==> src/hw/axi_pkg.sv <==
package axi_pkg;

    // Byte address width of the AXI subordinate port.
    localparam int addr_width = 12;

    // Data bus width in bits.
    localparam int data_width = 32;

    // One strobe bit per byte lane.
    localparam int strb_width = data_width / 8;

    // Two-bit response code carried on R and B.
    typedef logic [1:0] axi_resp_t;

    // Normal access completed.
    localparam axi_resp_t resp_okay = 2'd0;

    // Subordinate error, used for addresses beyond the bank.
    localparam axi_resp_t resp_slverr = 2'd2;

endpackage

==> src/hw/mem_pkg.sv <==
package mem_pkg;

    // Number of 32-bit words held in the SRAM bank.
    localparam int mem_depth = 256;

    // Word address width needed to index the bank.
    localparam int mem_addr_width = $clog2(mem_depth);

    // Requesters sharing the single SRAM port.
    localparam int num_ports = 2;

    // Arbiter index of the read channel unit.
    localparam int port_read = 0;

    // Arbiter index of the write channel unit.
    localparam int port_write = 1;

endpackage

==> src/hw/mem_port_if.sv <==
`timescale 1ns/1ps

interface mem_port_if;

    import axi_pkg::*;
    import mem_pkg::*;

    // Request side, owned by the channel unit.
    logic                      req;
    logic                      we;
    logic [mem_addr_width-1:0] addr;
    logic [data_width-1:0]     wdata;
    logic [strb_width-1:0]     strb;

    // Response side, owned by the arbiter.
    logic                      gnt;
    logic                      rvalid;
    logic [data_width-1:0]     rdata;

    // Channel unit view.
    modport requester (
        output req, we, addr, wdata, strb,
        input  gnt, rvalid, rdata
    );

    // Arbiter view.
    modport arbiter (
        input  req, we, addr, wdata, strb,
        output gnt, rvalid, rdata
    );

endinterface

==> src/hw/axi_write_unit.sv <==
`timescale 1ns/1ps

module axi_write_unit (
    input  logic                            clk_i,
    input  logic                            rst_i,
    input  logic [axi_pkg::addr_width-1:0]  awaddr_i,
    input  logic                            awvalid_i,
    input  logic [axi_pkg::data_width-1:0]  wdata_i,
    input  logic [axi_pkg::strb_width-1:0]  wstrb_i,
    input  logic                            wvalid_i,
    output logic                            awready_o,
    output logic                            wready_o,
    output axi_pkg::axi_resp_t              bresp_o,
    output logic                            bvalid_o,
    input  logic                            bready_i,
    mem_port_if.requester                   mem
);

    import axi_pkg::*;
    import mem_pkg::*;

    logic                      aw_full_q;
    logic                      w_full_q;
    logic                      bvalid_q;
    logic [mem_addr_width-1:0] addr_q;
    logic                      aw_err_q;
    logic [data_width-1:0]     wdata_q;
    logic [strb_width-1:0]     wstrb_q;
    axi_resp_t                 bresp_q;
    logic                      aw_hs;
    logic                      w_hs;
    logic                      both;
    logic                      issue;

    // Each channel has its own holding register.
    assign awready_o = !aw_full_q;
    assign wready_o  = !w_full_q;
    assign aw_hs     = awvalid_i && awready_o;
    assign w_hs      = wvalid_i && wready_o;

    // Both halves held and no response outstanding.
    assign both = aw_full_q && w_full_q && !bvalid_q;

    // Errors complete without the memory.
    assign issue = both && (aw_err_q || mem.gnt);

    always_ff @(posedge clk_i) begin
        if (rst_i) begin
            aw_full_q <= 1'b0;
            w_full_q  <= 1'b0;
            bvalid_q  <= 1'b0;
        end else begin
            if (aw_hs) begin
                aw_full_q <= 1'b1;
            end
            if (w_hs) begin
                w_full_q <= 1'b1;
            end
            if (issue) begin
                bvalid_q <= 1'b1;
            end
            // Registers free up only after B leaves.
            if (bvalid_q && bready_i) begin
                bvalid_q  <= 1'b0;
                aw_full_q <= 1'b0;
                w_full_q  <= 1'b0;
            end
        end
    end

    always_ff @(posedge clk_i) begin
        if (aw_hs) begin
            addr_q   <= awaddr_i[mem_addr_width+1:2];
            aw_err_q <= awaddr_i[addr_width-1:2] >= mem_depth;
        end
        if (w_hs) begin
            wdata_q <= wdata_i;
            wstrb_q <= wstrb_i;
        end
        if (issue) begin
            bresp_q <= aw_err_q ? resp_slverr : resp_okay;
        end
    end

    // Strobed write request.
    assign mem.req   = both && !aw_err_q;
    assign mem.we    = 1'b1;
    assign mem.addr  = addr_q;
    assign mem.wdata = wdata_q;
    assign mem.strb  = wstrb_q;

    assign bvalid_o = bvalid_q;
    assign bresp_o  = bresp_q;

endmodule

==> src/flat_wrapper.sv <==
// flat-port wrapper written by rule: the top's interface ports become plain ports
module axi_write_unit_flat import axi_pkg::*; import mem_pkg::*;
  (clk_i, rst_i, awaddr_i, awvalid_i, wdata_i, wstrb_i, wvalid_i, awready_o, wready_o, bresp_o, bvalid_o, bready_i, mem_req, mem_we, mem_addr, mem_wdata, mem_strb, mem_gnt, mem_rvalid, mem_rdata);
  mem_port_if mem_i ();
  input  logic clk_i;
  input  logic rst_i;
  input  logic [axi_pkg::addr_width-1:0] awaddr_i;
  input  logic awvalid_i;
  input  logic [axi_pkg::data_width-1:0] wdata_i;
  input  logic [axi_pkg::strb_width-1:0] wstrb_i;
  input  logic wvalid_i;
  output logic awready_o;
  output logic wready_o;
  output axi_pkg::axi_resp_t bresp_o;
  output logic bvalid_o;
  input  logic bready_i;
  output wire logic [$bits(mem_i.req)-1:0] mem_req;
  output wire logic [$bits(mem_i.we)-1:0] mem_we;
  output wire logic [$bits(mem_i.addr)-1:0] mem_addr;
  output wire logic [$bits(mem_i.wdata)-1:0] mem_wdata;
  output wire logic [$bits(mem_i.strb)-1:0] mem_strb;
  input wire logic [$bits(mem_i.gnt)-1:0] mem_gnt;
  input wire logic [$bits(mem_i.rvalid)-1:0] mem_rvalid;
  input wire logic [$bits(mem_i.rdata)-1:0] mem_rdata;
  assign mem_req = mem_i.req;
  assign mem_we = mem_i.we;
  assign mem_addr = mem_i.addr;
  assign mem_wdata = mem_i.wdata;
  assign mem_strb = mem_i.strb;
  assign mem_i.gnt = mem_gnt;
  assign mem_i.rvalid = mem_rvalid;
  assign mem_i.rdata = mem_rdata;
  axi_write_unit u_core (.clk_i(clk_i), .rst_i(rst_i), .awaddr_i(awaddr_i), .awvalid_i(awvalid_i), .wdata_i(wdata_i), .wstrb_i(wstrb_i), .wvalid_i(wvalid_i), .awready_o(awready_o), .wready_o(wready_o), .bresp_o(bresp_o), .bvalid_o(bvalid_o), .bready_i(bready_i), .mem(mem_i));
endmodule
==> config.mk <==
export PLATFORM = sky130hd
export DESIGN_NAME = axi_write_unit_flat
export DESIGN_NICKNAME = d
export VERILOG_FILES = /design/src/hw/axi_pkg.sv /design/src/hw/mem_pkg.sv /design/src/hw/mem_port_if.sv /design/src/hw/axi_write_unit.sv /design/src/flat_wrapper.sv
export SDC_FILE = /design/constraint.sdc
export NUM_CORES = 1
export LEC_CHECK = 0
export BUFFER_PORTS_ARGS = -buffer_cell sky130_fd_sc_hd__buf_2
export CORE_AREA = 4 4 71 73
export CTS_CLUSTER_SIZE = 14
export DETAILED_ROUTE_END_ITERATION = 16
export DIE_AREA = 0 0 75 77
export HOLD_SLACK_MARGIN = 0.02
export PLACE_DENSITY = 0.75
export SYNTH_ARGS = -nofsm -noshare
export SYNTH_HDL_FRONTEND = slang
export SYNTH_SLANG_ARGS = --single-unit
export TNS_END_PERCENT = 10
==> constraint.sdc <==
create_clock -name clk_i -period 2 [get_ports clk_i]
set_clock_uncertainty 0.05 [all_clocks]
set_input_delay 0.4 -clock clk_i [delete_from_list [all_inputs] [get_ports clk_i]]
set_output_delay 0.4 -clock clk_i [all_outputs]
set_load 0.02 [all_outputs]
==> impl_metrics.ini <==
[cells_and_area]
drive_above_1_share_pct = 64.4
final_nets = 260
fin_area_um2 = 2210
regArea_um2 = 1440
area_growth_pct = 41.1
antenna_cells = 0
multi_input_area_um2 = 105
fillerInstances = 386

[sta]
fin_setup_tns_ps = 0
fmax_mhz = 655
post-route-min-period_ps = 1530
finalMaxSlewViolations = 0
whs_ps = 228
fin_crit_sh_pct = 76.3
hold_violations = 0
setup_viol = 0
rsz0062_at_grt = false

[worst_hold_path]
worstHoldStart = wdata_i[20]
hold_path.class = primary input to register
holdPathStages = 1
min_to = u_core.mem.wdata[20]$_DFFE_PP_

[route]
vias = 984
drt-initial-drc-count = 40
ant_nets = 0
viasPerCell = 4.35
wl_per_cell_um = 14.6
drc_errors = 0
wl_mm = 3.31
drt-pass1-iter-count = 3

[grt]
grt_pass1_vias = 984
gr-total-overflow = 0
grtUsageTotal_pct = 11.8
antenna_found_initial = 0
grt_pass1_wl_mm = 5.01
grt_max_degree = 37

[power_and_ir_drop]
p_sw_share_pct = 23.2
p_int_mw = 1.52
leakage_nw = 0.962
p_per_area_nw_per_um2 = 892
power.total_mw = 1.97
combPwrFrac_pct = 10.9
p_sw_uw = 459
p_seq_share_pct = 61.1
p_clk_share_pct = 28.0
vdd_drop_max_mv = 0.280

[clock_tree]
clock-root-buffer = clkbuf_8
clk_pin_slew_ps = 80
postCtsSetupBuffers = 0
cts_max_level = 2
cts_buffer_depth = 2
cts_sinks = 49
cts_buffers = 5
cts_tree = yes
cts_hold_buf = 0
clkLatencyLatePin_ps = 290
cts_resized = 0

[status]
status = finished clean

[setup_path]
regToRegStartpoint = u_core.w_full_q$_SDFFE_PP0P_
cp_max_fo = 4
worst-setup-path-type = register to primary output
reg2reg_to = u_core.mem.wdata[2]$_DFFE_PP_
crit_path_end_kind = primary output
crit_arrival_ps = 1080
rr_worst_depth = 2
crit_required_ps = 1550
cp-start-kind = register
reg2reg_slack_ps = 650

[floorplanning]
die_width_um = 75
num_rows = 24
core_um2 = 4350
dieArea_um2 = 5780
initial_core_util_pct = 36.0
ios = 138
die_h_um = 77

[yosys]
synth-main-ff-cell = edfxtp_1
synth_fp_nets = 154
synth_common_cells = edfxtp_1 (46), dfxtp_1 (3), nor2_1 (3)
ys_types = 14
synth_cells = 67
ys_top_cells_by_area = edfxtp_1 (88%), dfxtp_1 (3.8%), nand3b_4 (1.3%), o32ai_2 (1.0%), buf_4 (0.96%)
ys_async_sr_fraction_pct = 0
ys_seq_area_share_pct = 91.9
synth-seq-cells = 49
synth_top_area_share_pct = 88.0
synth_most_common_cell = edfxtp_1
synth_area_leader_cell = edfxtp_1
synth_warnings = 0
syn_area_per_cell_um2 = 23.4
synth_edf_count = 46
netlist_area_um2 = 1570

[place]
port_buffers = 100
gp_congestion = 0.670
place_area_um2 = 2130

[job]
cap_violations = 0
power groups by stage:
stage / clock [mW] / sequential (mW) / combinational [mW]
2_1_floorplan: 0 / 1.30 / 0.0408
3_3_place_gp: 0 / 1.23 / 0.215
3_5_place_dp: 0 / 1.23 / 0.220
4_1_cts: 0.584 / 1.21 / 0.220
5_1_grt: 0.622 / 1.21 / 0.236
6_report: 0.553 / 1.21 / 0.216
stage by stage:
| step | setup slack, ps | instances | utilization (%) |
|---|---|---|---|
| detailed placement | 574 | 218 | 48.9 |
| global route | 378 | 226 | 50.9 |
| floorplan | 307 | 67 | - |
| finish | 474 | 226 | 50.9 |
| CTS | 443 | 226 | 50.9 |
| global placement | 595 | 218 | 48.9 |
worst max path at each step:
| stage | startpoint | end | slack [ps] | depth (start not counted) |
|---|---|---|---|---|
| finish | u_core.aw_full_q$_SDFFE_PP0P_ | mem_req | 470 | 3 |
| global route | u_core.w_full_q$_SDFFE_PP0P_ | mem_req | 380 | 3 |
| CTS | u_core.aw_full_q$_SDFFE_PP0P_ | mem_req | 440 | 3 |
| detailed placement | wvalid_i | u_core.mem.wdata[12]$_DFFE_PP_ | 570 | 3 |
| global placement | wvalid_i | u_core.mem.wdata[28]$_DFFE_PP_ | 600 | 3 |
| floorplan | u_core.w_full_q$_SDFFE_PP0P_ | u_core.mem.strb[0]$_DFFE_PP_ | 310 | 1 |
flip-flops by register name, indices dropped and copies added, names as in the netlist:
| register | cells |
|---|---|
| u_core.mem.addr | 8 |
| u_core.w_full_q | 1 |
| u_core.bvalid_o | 1 |
| u_core.bresp_o | 1 |
| u_core.mem.wdata | 32 |
| u_core.mem.strb | 4 |
| u_core.aw_err_q | 1 |
| u_core.aw_full_q | 1 |
cell usage in the layout, fill, tap and decap left out:
master      netlist  layout
buf_4             2       1
or2_2             1       1
edfxtp_1         46      46
a21oi_1           1       1
nand3b_4          1       1
clkbuf_8          0       5
clkbuf_1          0       1
and2b_1           1       1
buf_2             0     100
nor2_1            3       3
clkinvlp_4        0       2
o21a_1            2       2
o32ai_2           1       1
dfxtp_1           3       3
conb_1            2       2
or2b_1            1       1
inv_1             2       2
and2b_2           1       1
critical path, stage by stage, from the launching register on:
cell and delay, ps:
dfxtp_1 430, nand3b_4 100, nor2_1 90, buf_2 170
layout make-up:
class / count / share of cell area, %
sequential: 49 / 65.1
timing repair buffer: 101 / 22.9
multi-input combinational: 14 / 4.75
clock buffer: 6 / 3.28
tap: 52 / 2.94
clock inverter: 2 / 0.678
inverter: 2 / 0.339
kinds of logic after synthesis:
group                  count (synthesis)  synth area share (%)
buffers and inverters                  4                  1.44
DFF                                   49                  91.9
and+or+nand+nor                        8                  3.91
other                                  2                 0.479
AOI/OAI and AO/OA                      4                  2.31
layer usage:
layer / routed length [um] / global-route usage (%) / up-vias
li1: - / - / 458
met1: 1110 / 12.7 / 449
met2: 1580 / 18.9 / 72
met3: 570 / 5.88 / 5
met4: 48 / 5.34 / 0
met5: 0 / 0 / -
(Power assumes the default switching activity.)
