**config.mk**
```make
export PLATFORM = sky130hd
export DESIGN_NAME = mem_arbiter_flat
export DESIGN_NICKNAME = d
export VERILOG_FILES = /design/src/hw/axi_pkg.sv /design/src/hw/mem_pkg.sv /design/src/hw/mem_port_if.sv /design/src/hw/mem_arbiter.sv /design/src/flat_wrapper.sv
export SDC_FILE = /design/constraint.sdc
export NUM_CORES = 1
export LEC_CHECK = 0
export BUFFER_PORTS_ARGS = -buffer_cell sky130_fd_sc_hd__buf_4
export CELL_PAD_IN_SITES_DETAIL_PLACEMENT = 0
export CELL_PAD_IN_SITES_GLOBAL_PLACEMENT = 1
export CORE_MARGIN = 3
export CORE_UTILIZATION = 14
export CTS_BUF_LIST = sky130_fd_sc_hd__clkbuf_8
export DETAILED_ROUTE_END_ITERATION = 8
export GPL_ROUTABILITY_DRIVEN = 1
export PLACE_DENSITY_LB_ADDON = 0.2
export SYNTH_ARGS = -nofsm -noshare
export SYNTH_HDL_FRONTEND = slang
export SYNTH_SLANG_ARGS = --single-unit
```
**constraint.sdc**
```tcl
create_clock -name clk_i -period 1.28 [get_ports clk_i]
set_input_delay 0.256 -clock clk_i [delete_from_list [all_inputs] [get_ports clk_i]]
set_output_delay 0.256 -clock clk_i [all_outputs]
set_load 0.02 [all_outputs]
```
**src/hw/axi_pkg.sv**
```systemverilog
package axi_pkg;

    // Byte address width of the AXI subordinate port.
    localparam int addr_width = 12;

    // Data bus width in bits.
    localparam int data_width = 32;

    // One strobe bit per byte lane.
    localparam int strb_width = data_width / 8;

    // Two-bit response code carried on R and B.
    typedef logic [1:0] axi_resp_t;

    // Normal access completed.
    localparam axi_resp_t resp_okay = 2'd0;

    // Subordinate error, used for addresses beyond the bank.
    localparam axi_resp_t resp_slverr = 2'd2;

endpackage

```
**src/hw/mem_pkg.sv**
```systemverilog
package mem_pkg;

    // Number of 32-bit words held in the SRAM bank.
    localparam int mem_depth = 256;

    // Word address width needed to index the bank.
    localparam int mem_addr_width = $clog2(mem_depth);

    // Requesters sharing the single SRAM port.
    localparam int num_ports = 2;

    // Arbiter index of the read channel unit.
    localparam int port_read = 0;

    // Arbiter index of the write channel unit.
    localparam int port_write = 1;

endpackage

```
**src/hw/mem_port_if.sv**
```systemverilog
`timescale 1ns/1ps

interface mem_port_if;

    import axi_pkg::*;
    import mem_pkg::*;

    // Request side, owned by the channel unit.
    logic                      req;
    logic                      we;
    logic [mem_addr_width-1:0] addr;
    logic [data_width-1:0]     wdata;
    logic [strb_width-1:0]     strb;

    // Response side, owned by the arbiter.
    logic                      gnt;
    logic                      rvalid;
    logic [data_width-1:0]     rdata;

    // Channel unit view.
    modport requester (
        output req, we, addr, wdata, strb,
        input  gnt, rvalid, rdata
    );

    // Arbiter view.
    modport arbiter (
        input  req, we, addr, wdata, strb,
        output gnt, rvalid, rdata
    );

endinterface

```
**src/hw/mem_arbiter.sv**
```systemverilog
`timescale 1ns/1ps

module mem_arbiter (
    input  logic                                clk_i,
    input  logic                                rst_i,
    mem_port_if.arbiter                         rd_port,
    mem_port_if.arbiter                         wr_port,
    output logic                                mem_req_o,
    output logic                                mem_we_o,
    output logic [mem_pkg::mem_addr_width-1:0]  mem_addr_o,
    output logic [axi_pkg::data_width-1:0]      mem_wdata_o,
    output logic [axi_pkg::strb_width-1:0]      mem_strb_o,
    input  logic [axi_pkg::data_width-1:0]      mem_rdata_i
);

    import mem_pkg::*;

    logic [num_ports-1:0] req_vec;
    logic [num_ports-1:0] gnt_vec;
    logic [num_ports-1:0] rvalid_q;
    logic                 last_wr_q;
    logic                 sel_wr;

    assign req_vec[port_read]  = rd_port.req;
    assign req_vec[port_write] = wr_port.req;

    // Read wins unless the write port was passed over last time.
    always_comb begin
        gnt_vec = '0;
        if (req_vec[port_read] && (!req_vec[port_write] || last_wr_q)) begin
            gnt_vec[port_read] = 1'b1;
        end else if (req_vec[port_write]) begin
            gnt_vec[port_write] = 1'b1;
        end
    end

    // Pointer starts as if write went last, so read is favored.
    always_ff @(posedge clk_i) begin
        if (rst_i) begin
            last_wr_q <= 1'b1;
            rvalid_q  <= '0;
        end else begin
            if (|gnt_vec) begin
                last_wr_q <= gnt_vec[port_write];
            end
            // Read data returns one cycle after a granted read.
            rvalid_q[port_read]  <= gnt_vec[port_read] && !rd_port.we;
            rvalid_q[port_write] <= gnt_vec[port_write] && !wr_port.we;
        end
    end

    assign sel_wr = gnt_vec[port_write];

    // Granted port drives the bank.
    assign mem_req_o   = |gnt_vec;
    assign mem_we_o    = sel_wr ? wr_port.we    : rd_port.we;
    assign mem_addr_o  = sel_wr ? wr_port.addr  : rd_port.addr;
    assign mem_wdata_o = sel_wr ? wr_port.wdata : rd_port.wdata;
    assign mem_strb_o  = sel_wr ? wr_port.strb  : rd_port.strb;

    assign rd_port.gnt    = gnt_vec[port_read];
    assign rd_port.rvalid = rvalid_q[port_read];
    assign rd_port.rdata  = mem_rdata_i;
    assign wr_port.gnt    = gnt_vec[port_write];
    assign wr_port.rvalid = rvalid_q[port_write];
    assign wr_port.rdata  = mem_rdata_i;

endmodule

```
**src/flat_wrapper.sv**
```systemverilog
// flat-port wrapper written by rule: the top's interface ports become plain ports
module mem_arbiter_flat import mem_pkg::*;
  (clk_i, rst_i, mem_req_o, mem_we_o, mem_addr_o, mem_wdata_o, mem_strb_o, mem_rdata_i, rd_port_req, rd_port_we, rd_port_addr, rd_port_wdata, rd_port_strb, rd_port_gnt, rd_port_rvalid, rd_port_rdata, wr_port_req, wr_port_we, wr_port_addr, wr_port_wdata, wr_port_strb, wr_port_gnt, wr_port_rvalid, wr_port_rdata);
  mem_port_if rd_port_i ();
  mem_port_if wr_port_i ();
  input  logic clk_i;
  input  logic rst_i;
  output logic mem_req_o;
  output logic mem_we_o;
  output logic [mem_pkg::mem_addr_width-1:0] mem_addr_o;
  output logic [axi_pkg::data_width-1:0] mem_wdata_o;
  output logic [axi_pkg::strb_width-1:0] mem_strb_o;
  input  logic [axi_pkg::data_width-1:0] mem_rdata_i;
  input wire logic [$bits(rd_port_i.req)-1:0] rd_port_req;
  input wire logic [$bits(rd_port_i.we)-1:0] rd_port_we;
  input wire logic [$bits(rd_port_i.addr)-1:0] rd_port_addr;
  input wire logic [$bits(rd_port_i.wdata)-1:0] rd_port_wdata;
  input wire logic [$bits(rd_port_i.strb)-1:0] rd_port_strb;
  output wire logic [$bits(rd_port_i.gnt)-1:0] rd_port_gnt;
  output wire logic [$bits(rd_port_i.rvalid)-1:0] rd_port_rvalid;
  output wire logic [$bits(rd_port_i.rdata)-1:0] rd_port_rdata;
  input wire logic [$bits(wr_port_i.req)-1:0] wr_port_req;
  input wire logic [$bits(wr_port_i.we)-1:0] wr_port_we;
  input wire logic [$bits(wr_port_i.addr)-1:0] wr_port_addr;
  input wire logic [$bits(wr_port_i.wdata)-1:0] wr_port_wdata;
  input wire logic [$bits(wr_port_i.strb)-1:0] wr_port_strb;
  output wire logic [$bits(wr_port_i.gnt)-1:0] wr_port_gnt;
  output wire logic [$bits(wr_port_i.rvalid)-1:0] wr_port_rvalid;
  output wire logic [$bits(wr_port_i.rdata)-1:0] wr_port_rdata;
  assign rd_port_i.req = rd_port_req;
  assign rd_port_i.we = rd_port_we;
  assign rd_port_i.addr = rd_port_addr;
  assign rd_port_i.wdata = rd_port_wdata;
  assign rd_port_i.strb = rd_port_strb;
  assign rd_port_gnt = rd_port_i.gnt;
  assign rd_port_rvalid = rd_port_i.rvalid;
  assign rd_port_rdata = rd_port_i.rdata;
  assign wr_port_i.req = wr_port_req;
  assign wr_port_i.we = wr_port_we;
  assign wr_port_i.addr = wr_port_addr;
  assign wr_port_i.wdata = wr_port_wdata;
  assign wr_port_i.strb = wr_port_strb;
  assign wr_port_gnt = wr_port_i.gnt;
  assign wr_port_rvalid = wr_port_i.rvalid;
  assign wr_port_rdata = wr_port_i.rdata;
  mem_arbiter u_core (.clk_i(clk_i), .rst_i(rst_i), .rd_port(rd_port_i), .wr_port(wr_port_i), .mem_req_o(mem_req_o), .mem_we_o(mem_we_o), .mem_addr_o(mem_addr_o), .mem_wdata_o(mem_wdata_o), .mem_strb_o(mem_strb_o), .mem_rdata_i(mem_rdata_i));
endmodule
```
==> results of run 1 <==
routing by layer:
metal  global-route usage (%)  wire length (um)  part of all wire [%]  vias to the layer above
li1                         -                 -                     -                      546
met1                     6.49              1690                    31                      520
met2                     15.3              2870                    53                      111
met3                     3.82               729                    14                       25
met4                     1.92               104                   1.9                        0
met5                        0                 0                     0                        -
how the worst max path moves through the flow:
stage / from / to / slack, ps / cells past startpoint
6_report: u_core.last_wr_q / mem_wdata_o[17] / -460 / 5
5_1_grt: u_core.last_wr_q / mem_wdata_o[13] / -510 / 5
4_1_cts: u_core.last_wr_q / mem_strb_o[1] / -510 / 4
3_5_place_dp: rd_port_req / mem_strb_o[1] / -350 / 5
3_3_place_gp: rd_port_req / mem_strb_o[3] / -350 / 5
2_1_floorplan: u_core.last_wr_q / mem_wdata_o[0] / -90 / 4
registers in the layout (all words and copies together), names as in the netlist:
signal	cells
u_core.rvalid_q	2
u_core.last_wr_q	1
where the power goes:
group	switching (mW)	internal (mW)	leakage, nW
Clock	0.0590	0.204	0.0269
Combinational	0.413	0.688	1.23
Sequential	0.00378	0.0995	0.0244
cells in the mapped netlist:
cell type and count:
a21o_1 1, dfxtp_1 3, inv_1 2, a21boi_2 1, buf_12 3, nor3b_1 1
a2111oi_0 1, buf_6 1, or2_2 2, nand2_1 1, buf_4 65, mux2_4 30
a21oi_1 1, mux2_2 15
cells by family after synthesis:
| kind of cell | after synthesis |
|---|---|
| buffers and inverters | 71 |
| multiplexers | 45 |
| AO/OA/AOI/OAI | 4 |
| AND/OR/NAND/NOR | 4 |
| flip-flops | 3 |
worst max-delay path: stages, from the launching register on:
cell       delay (ps)
dfxtp_2           330
a21boi_4          160
buf_12            170
clkbuf_16         170
mux2_4            300
buf_6             130
final cells by class:
type | count | area share (%)
flip-flops and latches | 3 | 2.51
clock buffers | 3 | 1.69
inverters | 2 | 0.307
clock inverters | 1 | 0.153
multi-input cells | 53 | 30.4
well taps | 108 | 5.52
repair buffers | 156 | 59.5
repair_timing:
| action | in CTS | in global routing |
|---|---|---|
| pin swaps | 0 | 1 |
| resized for setup | 36 | 25 |
| setup endpoints to repair | 46 | 47 |
| cloned | 0 | 6 |
| buffers inserted | 0 | 2 |
through the flow:
stage,hold slack (ps),total power [mW],instance area (um2)
after floorplan,331,0.857,1300
after detailed placement,446,1.01,2020
after global routing,233,1.55,2450
final,229,1.47,2450
after CTS,227,1.36,2200
after global placement,449,1.02,2020
==> metrics, run 1 <==
# placed instances=around 310; Netlist Area Pre-Place=about 1300 um2; area leader, netlist=buf_4; io pins=240; Slew Viols, Final=0; synth unique cells=14; Clock Tree Root=clkbuf_8; Synth Area per Inst=between 10 and 15 um2; Non-Filler Instances=326; GRT Overall Usage=7.61%; dpl ws=-352 ps; CTS tree=yes; Worst Setup End Kind=output pin; largest net degree at the start of global routing=28; placed wire-length estimate=4220 um; multi-input logic area=between 700 and 800 um2; Slew @ Worst Pin=between 300 and 400 ps; Worst Setup Start Kind=register; post-route worst setup slack=-464 ps; Power Density=roughly 600 nW/um2; Cell Rows=34; antenna viol nets, final=0; post-synth net total=around 250; sequential cell area fraction in the yosys report=about 4.6%; first-pass GRT wire length=roughly 6000 um; RSZ-0062 raised after global routing=yes; worst reg2reg setup slack=120 ps; vias in the first global route=approximately 1.2k; violated checks=negative setup slack; htree depth=1; crit-path max FO=8; # diodes=0; hold path cells=2; Final Hold Fails=0; core region area=roughly 8900 um2; Peak supply drop=0.479 mV; drc violations=0; Max-slew headroom=between 70% and 80%; via count=1202; commonest non-fill, non-tap cell in the layout=buf_4; initial antenna violation count=0; Hold Path End=u_core.rvalid_q[1]; post-synth top area share=37.5%; GP Congestion=0.685; crit share post-route=136%; Crit Path Class=reg -> out; setup TNS=-20050 ps; R2R depth=5; final core area utilization=~28%; Synth Area in Simple Gates=1.83%; Layout area overhead=87.9%; Adder-Cell Fraction of Synth Area=0%; clk_skew=slightly below 2 ps; worst reg2reg startpoint=u_core.last_wr_q; effective utilization at floorplan=14.6%; FMAX=approximately 0.57 GHz; R2R Path End=u_core.rvalid_q[1]; minimum clock period=around 1700 ps; post-synthesis mux area share=a little under half; Total Wirelength=about 5400 um; vias per inst=about 3.7; register bit total from synthesis=3; Clock Tree Buf Depth=2; CTS clock-pin slew for the worst setup and hold paths=roughly 30 ps; Die W=around 100 um; Cells after Synth=roughly 130; Layout Nets=roughly 350; drt pass-1 iters=2; share of cells above drive strength 1=approximately 96%; most frequent cells in the layout=buf_4 (102), buf_6 (47), mux2_4 (45); data required time of the worst path=1020 ps; Max Cap Violations=0; data arrival time of the critical path=~1500 ps; Compound-Gate Fraction of Synth Area=2.50%; worst skew pair latency=between 200 and 250 ps; total CTS buffers=3; Register Area=61.3 um2; IO buf count=approximately 140; synthesis warning total=0; largest family of logic cells by synthesized area=multiplexers; gr ovfl total=0; HP Start=wr_port_we; drt wl/cell=roughly 17 um; Setup violations, final=46; Hold WC Path Type=in -> reg; outcome=finished, violations left; Leak Pwr=~1.3 nW; synth top area cells=buf_4 (37%), mux2_4 (35%), mux2_2 (13%); initial DRC count=12; die area=between 10000 and 15000 um2; CTS Hold Bufs=0; Post-Synth XOR/XNOR Area=0%; TritonCTS Sinks=3; Die H=between 100 and 150 um; fill cell count=approximately 930
No activity file was read; power rests on OpenSTA's default activity.
==> run 2, diff against run 1 <==
--- a/config.mk
+++ b/config.mk
@@ -5,7 +5,8 @@
 export SDC_FILE = /design/constraint.sdc
 export NUM_CORES = 1
 export LEC_CHECK = 0
-export BUFFER_PORTS_ARGS = -buffer_cell sky130_fd_sc_hd__buf_4
+export BUFFER_PORTS_ARGS = -buffer_cell sky130_fd_sc_hd__buf_2
+export CAP_MARGIN = 10
 export CELL_PAD_IN_SITES_DETAIL_PLACEMENT = 0
 export CELL_PAD_IN_SITES_GLOBAL_PLACEMENT = 1
 export CORE_MARGIN = 3
@@ -14,6 +15,7 @@
 export DETAILED_ROUTE_END_ITERATION = 8
 export GPL_ROUTABILITY_DRIVEN = 1
 export PLACE_DENSITY_LB_ADDON = 0.2
+export SKIP_LAST_GASP = 1
 export SYNTH_ARGS = -nofsm -noshare
 export SYNTH_HDL_FRONTEND = slang
 export SYNTH_SLANG_ARGS = --single-unit
==> run 2 against run 1 <==
Compared with the run above:
- the flow still finishes with violations (negative setup slack)
- clock-buffer cell count is the same
- routed wire length shrank 5.2%
- critical endpoint is now mem_wdata_o[20]
- sequential cell count is the same
- register-to-register slack gained 20 ps
- highest routed layer unchanged
- worst setup slack lost 20 ps
- via count shrank 0.58%
==> metrics, run 2 (synthesized netlist as in run 1, its figures left out) <==
Max Cap Violations=0; Die W=102 um; initial DRC count=1; Non-Filler Instances=roughly 330; clock power share=between 20% and 30%; vias in the first global route=roughly 1.2k; post-route worst setup slack=-484 ps; io pins=240; crit path from=u_core.last_wr_q; outcome=finished, violations left; Sw Share=35.6%; Top reg by flops=u_core.rvalid_q; DR WL met2=about 2800 um; Total Wirelength=between 5000 and 6000 um; IO buf count=roughly 140; drc violations=0; Cell Rows=34; CTS tree=yes; Final Hold Fails=0; Worst Setup Start Kind=register; max reg flops=2; CP Capture Point=mem_wdata_o[20]; GRT Overall Usage=~7.4%; placed cell area=roughly 1700 um2; drt wl/cell=15.7 um; data arrival time of the critical path=between 1500 and 2000 ps; vias per inst=~3.7; CTS clock-pin slew for the worst setup and hold paths=about 30 ps; HP Start=wr_port_we; antenna viol nets, final=0; TritonCTS Sinks=3; gr ovfl total=0; fin area=2050 um2; R2R Path End=u_core.rvalid_q[1]; first-pass GRT wire length=between 5000 and 6000 um; Slew @ Worst Pin=between 300 and 400 ps; internal power=~0.84 mW; via count=approximately 1.2k; largest net degree at the start of global routing=24; data required time of the worst path=just over 1000 ps; drt pass-1 iters=2; clk_skew=between 4 and 5 ps; Layout Nets=345; largest registers=u_core.rvalid_q x2, u_core.last_wr_q x1; Peak supply drop=~0.43 mV; total CTS buffers=3; Layout area overhead=57.2%; htree depth=1; Max-slew headroom=74.5%; worst skew pair latency=220 ps; minimum clock period=between 1500 and 2000 ps; Worst Setup End Kind=output pin; crit share post-route=138%; share of cells above drive strength 1=between 90% and 100%; top sig layer=met4; RSZ-0062 raised after global routing=yes; final core area utilization=between 20% and 30%; worst reg2reg setup slack=approximately 140 ps; commonest non-fill, non-tap cell in the layout=buf_2; Clock Tree Root=clkbuf_8; most frequent cells in the layout=buf_2 (112), mux2_4 (35), buf_6 (33); die area=between 10000 and 15000 um2; # placed instances=around 320; Die H=between 100 and 150 um; Metal-1 WL=between 1500 and 2000 um; worst reg2reg startpoint=u_core.last_wr_q; metal3 WL=between 600 and 700 um; initial antenna violation count=0; Hold WC Path Type=in -> reg; placed wire-length estimate=approximately 4100 um; Setup violations, final=between 40 and 50; R2R depth=5; Power Density=634 nW/um2; Crit Path Class=reg -> out; Seq pwr share=7.9%; # diodes=0; crit-path max FO=5; core region area=slightly below 9000 um2; power share of the combinational group=71.3%; CTS Hold Bufs=0; Net Sw Power=~0.46 mW; effective utilization at floorplan=between 10% and 20%; GP Congestion=just over 0.7; Clock Tree Buf Depth=2; Leak Pwr=1.12 nW; FMAX=~0.57 GHz; violated checks=negative setup slack; Slew Viols, Final=0
## run 2: cell types whose count changed in the layout (fill, tap and decap cells not counted)
cell and delta:
buf_12 -1, buf_2 +112, buf_4 -96, buf_6 -14, clkbuf_16 -1, mux2_2 +10
mux2_4 -10
## run 2: cell type report
| class | instances | area (um2) |
|---|---|---|
| Fill cell | 963 | 6840 |
| Timing Repair Buffer | 156 | 1090 |
| Multi-Input combinational cell | 53 | 706 |
| Tap cell | 108 | 135 |
| Sequential cell | 3 | 61.3 |
| Clock buffer | 3 | 41.3 |
| Inverter | 2 | 7.51 |
| Clock inverter | 1 | 3.75 |
## run 2: worst max-delay path: stages, from the launching register on
cell and delay [ps]:
dfxtp_2 320, a21boi_4 180, buf_6 160, buf_6 150, mux2_4 300, buf_2 160
## run 2: through the flow
stage	setup slack [ps]	hold WS (ps)	power, mW	TNS (ps)
2_1_floorplan	-85.9	331	0.857	-2970
3_3_place_gp	-357	460	0.851	-13170
3_5_place_dp	-386	460	0.846	-14050
4_1_cts	-481	233	1.13	-20860
5_1_grt	-532	250	1.38	-22030
6_report	-484	238	1.30	-19810
## run 2: what timing repair did
item | 4_1_cts | 5_1_grt
resized for setup | 1 | 74
gates cloned | 0 | 4
pin swaps | 0 | 1
endpoints found under the setup margin | 46 | 47
setup buffers | 0 | 4
## run 2: worst min path at each step
| stage | depth (start not counted) | slack (ps) | endpoint |
|---|---|---|---|
| 2_1_floorplan | 1 | 330 | u_core.rvalid_q[1] |
| 3_3_place_gp | 2 | 460 | u_core.rvalid_q[1] |
| 3_5_place_dp | 2 | 460 | u_core.rvalid_q[0] |
| 4_1_cts | 2 | 230 | u_core.rvalid_q[0] |
| 5_1_grt | 2 | 250 | u_core.rvalid_q[1] |
| 6_report | 2 | 240 | u_core.rvalid_q[1] |
## run 2: power groups by stage
stage,clock (mW),combinational (mW),sequential (mW)
2_1_floorplan,0,0.751,0.106
3_3_place_gp,0,0.746,0.105
3_5_place_dp,0,0.741,0.105
4_1_cts,0.281,0.745,0.103
5_1_grt,0.295,0.982,0.104
6_report,0.270,0.926,0.103
## run 2: layer usage
layer,global-route usage (%),vias up
li1,-,546
met1,6.61,518
met2,14.5,110
met3,3.55,21
met4,2.12,0
met5,0,-
==> run 3, diff against run 2 <==
--- a/config.mk
+++ b/config.mk
@@ -7,12 +7,10 @@
 export LEC_CHECK = 0
 export BUFFER_PORTS_ARGS = -buffer_cell sky130_fd_sc_hd__buf_2
 export CAP_MARGIN = 10
-export CELL_PAD_IN_SITES_DETAIL_PLACEMENT = 0
-export CELL_PAD_IN_SITES_GLOBAL_PLACEMENT = 1
-export CORE_MARGIN = 3
-export CORE_UTILIZATION = 14
+export CORE_AREA = 3 3 92 94
 export CTS_BUF_LIST = sky130_fd_sc_hd__clkbuf_8
 export DETAILED_ROUTE_END_ITERATION = 8
+export DIE_AREA = 0 0 95 97
 export GPL_ROUTABILITY_DRIVEN = 1
 export PLACE_DENSITY_LB_ADDON = 0.2
 export SKIP_LAST_GASP = 1
==> run 3 against run 2 <==
Compared with the run above:
- the flow still finishes with violations (negative setup slack)
- sequential cell count unchanged
- die area fell by 12%
- cell area is 12% lower
- sequential power about the same
- hold slack got worse by 22 ps
- sequential share of layout area is 0.40 points higher
- clock skew is 2.8 ps lower
- non-clock buffer count is 4 lower
- routed wire length shrank 26%
- cell count fell by 3.1%
- register-to-register slack got worse by 50 ps
- critical endpoint is now mem_wdata_o[10]
==> metrics, run 3 (synthesized netlist as in run 1, its figures left out) <==
Max-slew headroom=73.7%; fin area=around 1800 um2; Die H=between 90 and 100 um; antenna viol nets, final=0; violated checks=negative setup slack; die area=between 9000 and 10000 um2; effective utilization at floorplan=16.9%; data arrival time of the critical path=about 1500 ps; Final Hold Fails=0; drt pass-1 iters=3; R2R depth=5; hold path cells=2; Clock Tree Root=clkbuf_8; dpl ws=-340 ps; max reg flops=2; initial antenna violation count=0; vias in the first global route=1132; initial DRC count=17; post-route worst setup slack=-493 ps; Max Cap Violations=0; CTS tree=yes; largest net degree at the start of global routing=27; Net Sw Power=between 0.4 and 0.5 mW; largest registers=u_core.rvalid_q x2, u_core.last_wr_q x1; placed cell area=~1600 um2; clock power share=23.0%; Layout Nets=~340; # diodes=0; via count=between 1k and 1.5k; crit share post-route=139%; share of cells above drive strength 1=95.3%; vias per inst=approximately 3.6; Top reg by flops=u_core.rvalid_q; worst skew pair latency=roughly 210 ps; CTS Hold Bufs=0; Worst Setup End Kind=output pin; first-pass GRT wire length=4690 um; power share of the combinational group=roughly two thirds; TritonCTS Sinks=3; GRT Overall Usage=6.08%; Peak supply drop=~0.34 mV; Die W=around 95 um; total CTS buffers=3; Cell Rows=32; Seq pwr share=roughly 9%; drc violations=0; Sw Share=roughly 36%; Clock Tree Buf Depth=2; crit-path max FO=13; FMAX=~0.56 GHz; htree depth=1; gr ovfl total=0; internal power=about 0.73 mW; Layout area overhead=38.8%; RSZ-0062 raised after global routing=yes; clk_skew=between 1 and 1.5 ps; CTS clock-pin slew for the worst setup and hold paths=30 ps; minimum clock period=~1800 ps; Slew Viols, Final=0; most frequent cells in the layout=buf_2 (139), mux2_4 (30), mux2_2 (15); data required time of the worst path=between 1000 and 1500 ps; outcome=finished, violations left; Leak Pwr=1.02 nW; Crit Path Class=reg -> out; commonest non-fill, non-tap cell in the layout=buf_2; Hold WC Path Type=in -> reg; Setup violations, final=46; Power Density=approximately 630 nW/um2; io pins=240; GP Congestion=~0.67; drt wl/cell=between 10 and 15 um; Slew @ Worst Pin=approximately 380 ps; Worst Setup Start Kind=register; Total Wirelength=~3800 um; IO buf count=between 100 and 150; worst hold slack=roughly 220 ps; core region area=around 7700 um2
==> run 3: layout make-up <==
class | count | area, um2
clock buffer | 3 | 41.3
clock inverter | 1 | 3.75
fill | 845 | 5920
inverter | 2 | 7.51
multi-input combinational | 53 | 683
sequential | 3 | 61.3
tap | 102 | 128
timing repair buffer | 152 | 883
==> run 3: power groups by stage <==
| stage | Sequential [mW] | Clock [mW] | Combinational (mW) |
|---|---|---|---|
| 3_3_place_gp | 0.105 | 0 | 0.722 |
| 4_1_cts | 0.103 | 0.275 | 0.723 |
| 3_5_place_dp | 0.105 | 0 | 0.722 |
| 2_1_floorplan | 0.106 | 0 | 0.751 |
| 5_1_grt | 0.104 | 0.286 | 0.833 |
| 6_report | 0.103 | 0.263 | 0.777 |
==> run 3: stage by stage <==
| stage | power (mW) | utilization [%] | cells | setup TNS, ps |
|---|---|---|---|---|
| final | 1.14 | 23.4 | 316 | -21610 |
| after global routing | 1.22 | 23.4 | 316 | -23840 |
| after CTS | 1.10 | 21.8 | 310 | -20570 |
| after detailed placement | 0.826 | 21.3 | 306 | -13640 |
| after global placement | 0.826 | 21.3 | 306 | -13570 |
| after floorplan | 0.857 | - | 127 | -2970 |
==> run 3: path summary, 6_finish.rpt <==
path         slack [ps]                 end        startpoint
max                -490     mem_wdata_o[10]  u_core.last_wr_q
min                 220  u_core.rvalid_q[1]        wr_port_we
max reg2reg          90  u_core.rvalid_q[1]  u_core.last_wr_q
min reg2reg         530    u_core.last_wr_q  u_core.last_wr_q
==> run 3: repair_timing <==
| item | CTS | global route |
|---|---|---|
| endpoints found under the hold margin | 0 | 0 |
| gates cloned | 0 | 3 |
| gates resized for setup | 0 | 4 |
| setup endpoints to repair | 46 | 46 |
| pin swaps | 0 | 1 |
| setup buffers | 0 | 3 |
==> run 3: critical path: stages, from the launching register on <==
cell       delay [ps]
dfxtp_2           330
a21boi_4          170
buf_12            150
clkbuf_16         180
mux2_4            300
buf_2             160
==> run 3: layer usage <==
layer | global-route usage [%] | vias up | share of wire, %
met2 | 12.4 | 126 | 48
met5 | 0 | - | 0
met3 | 3.89 | 2 | 18
li1 | - | 538 | -
met1 | 4.60 | 486 | 34
met4 | 0.888 | 0 | 0.053
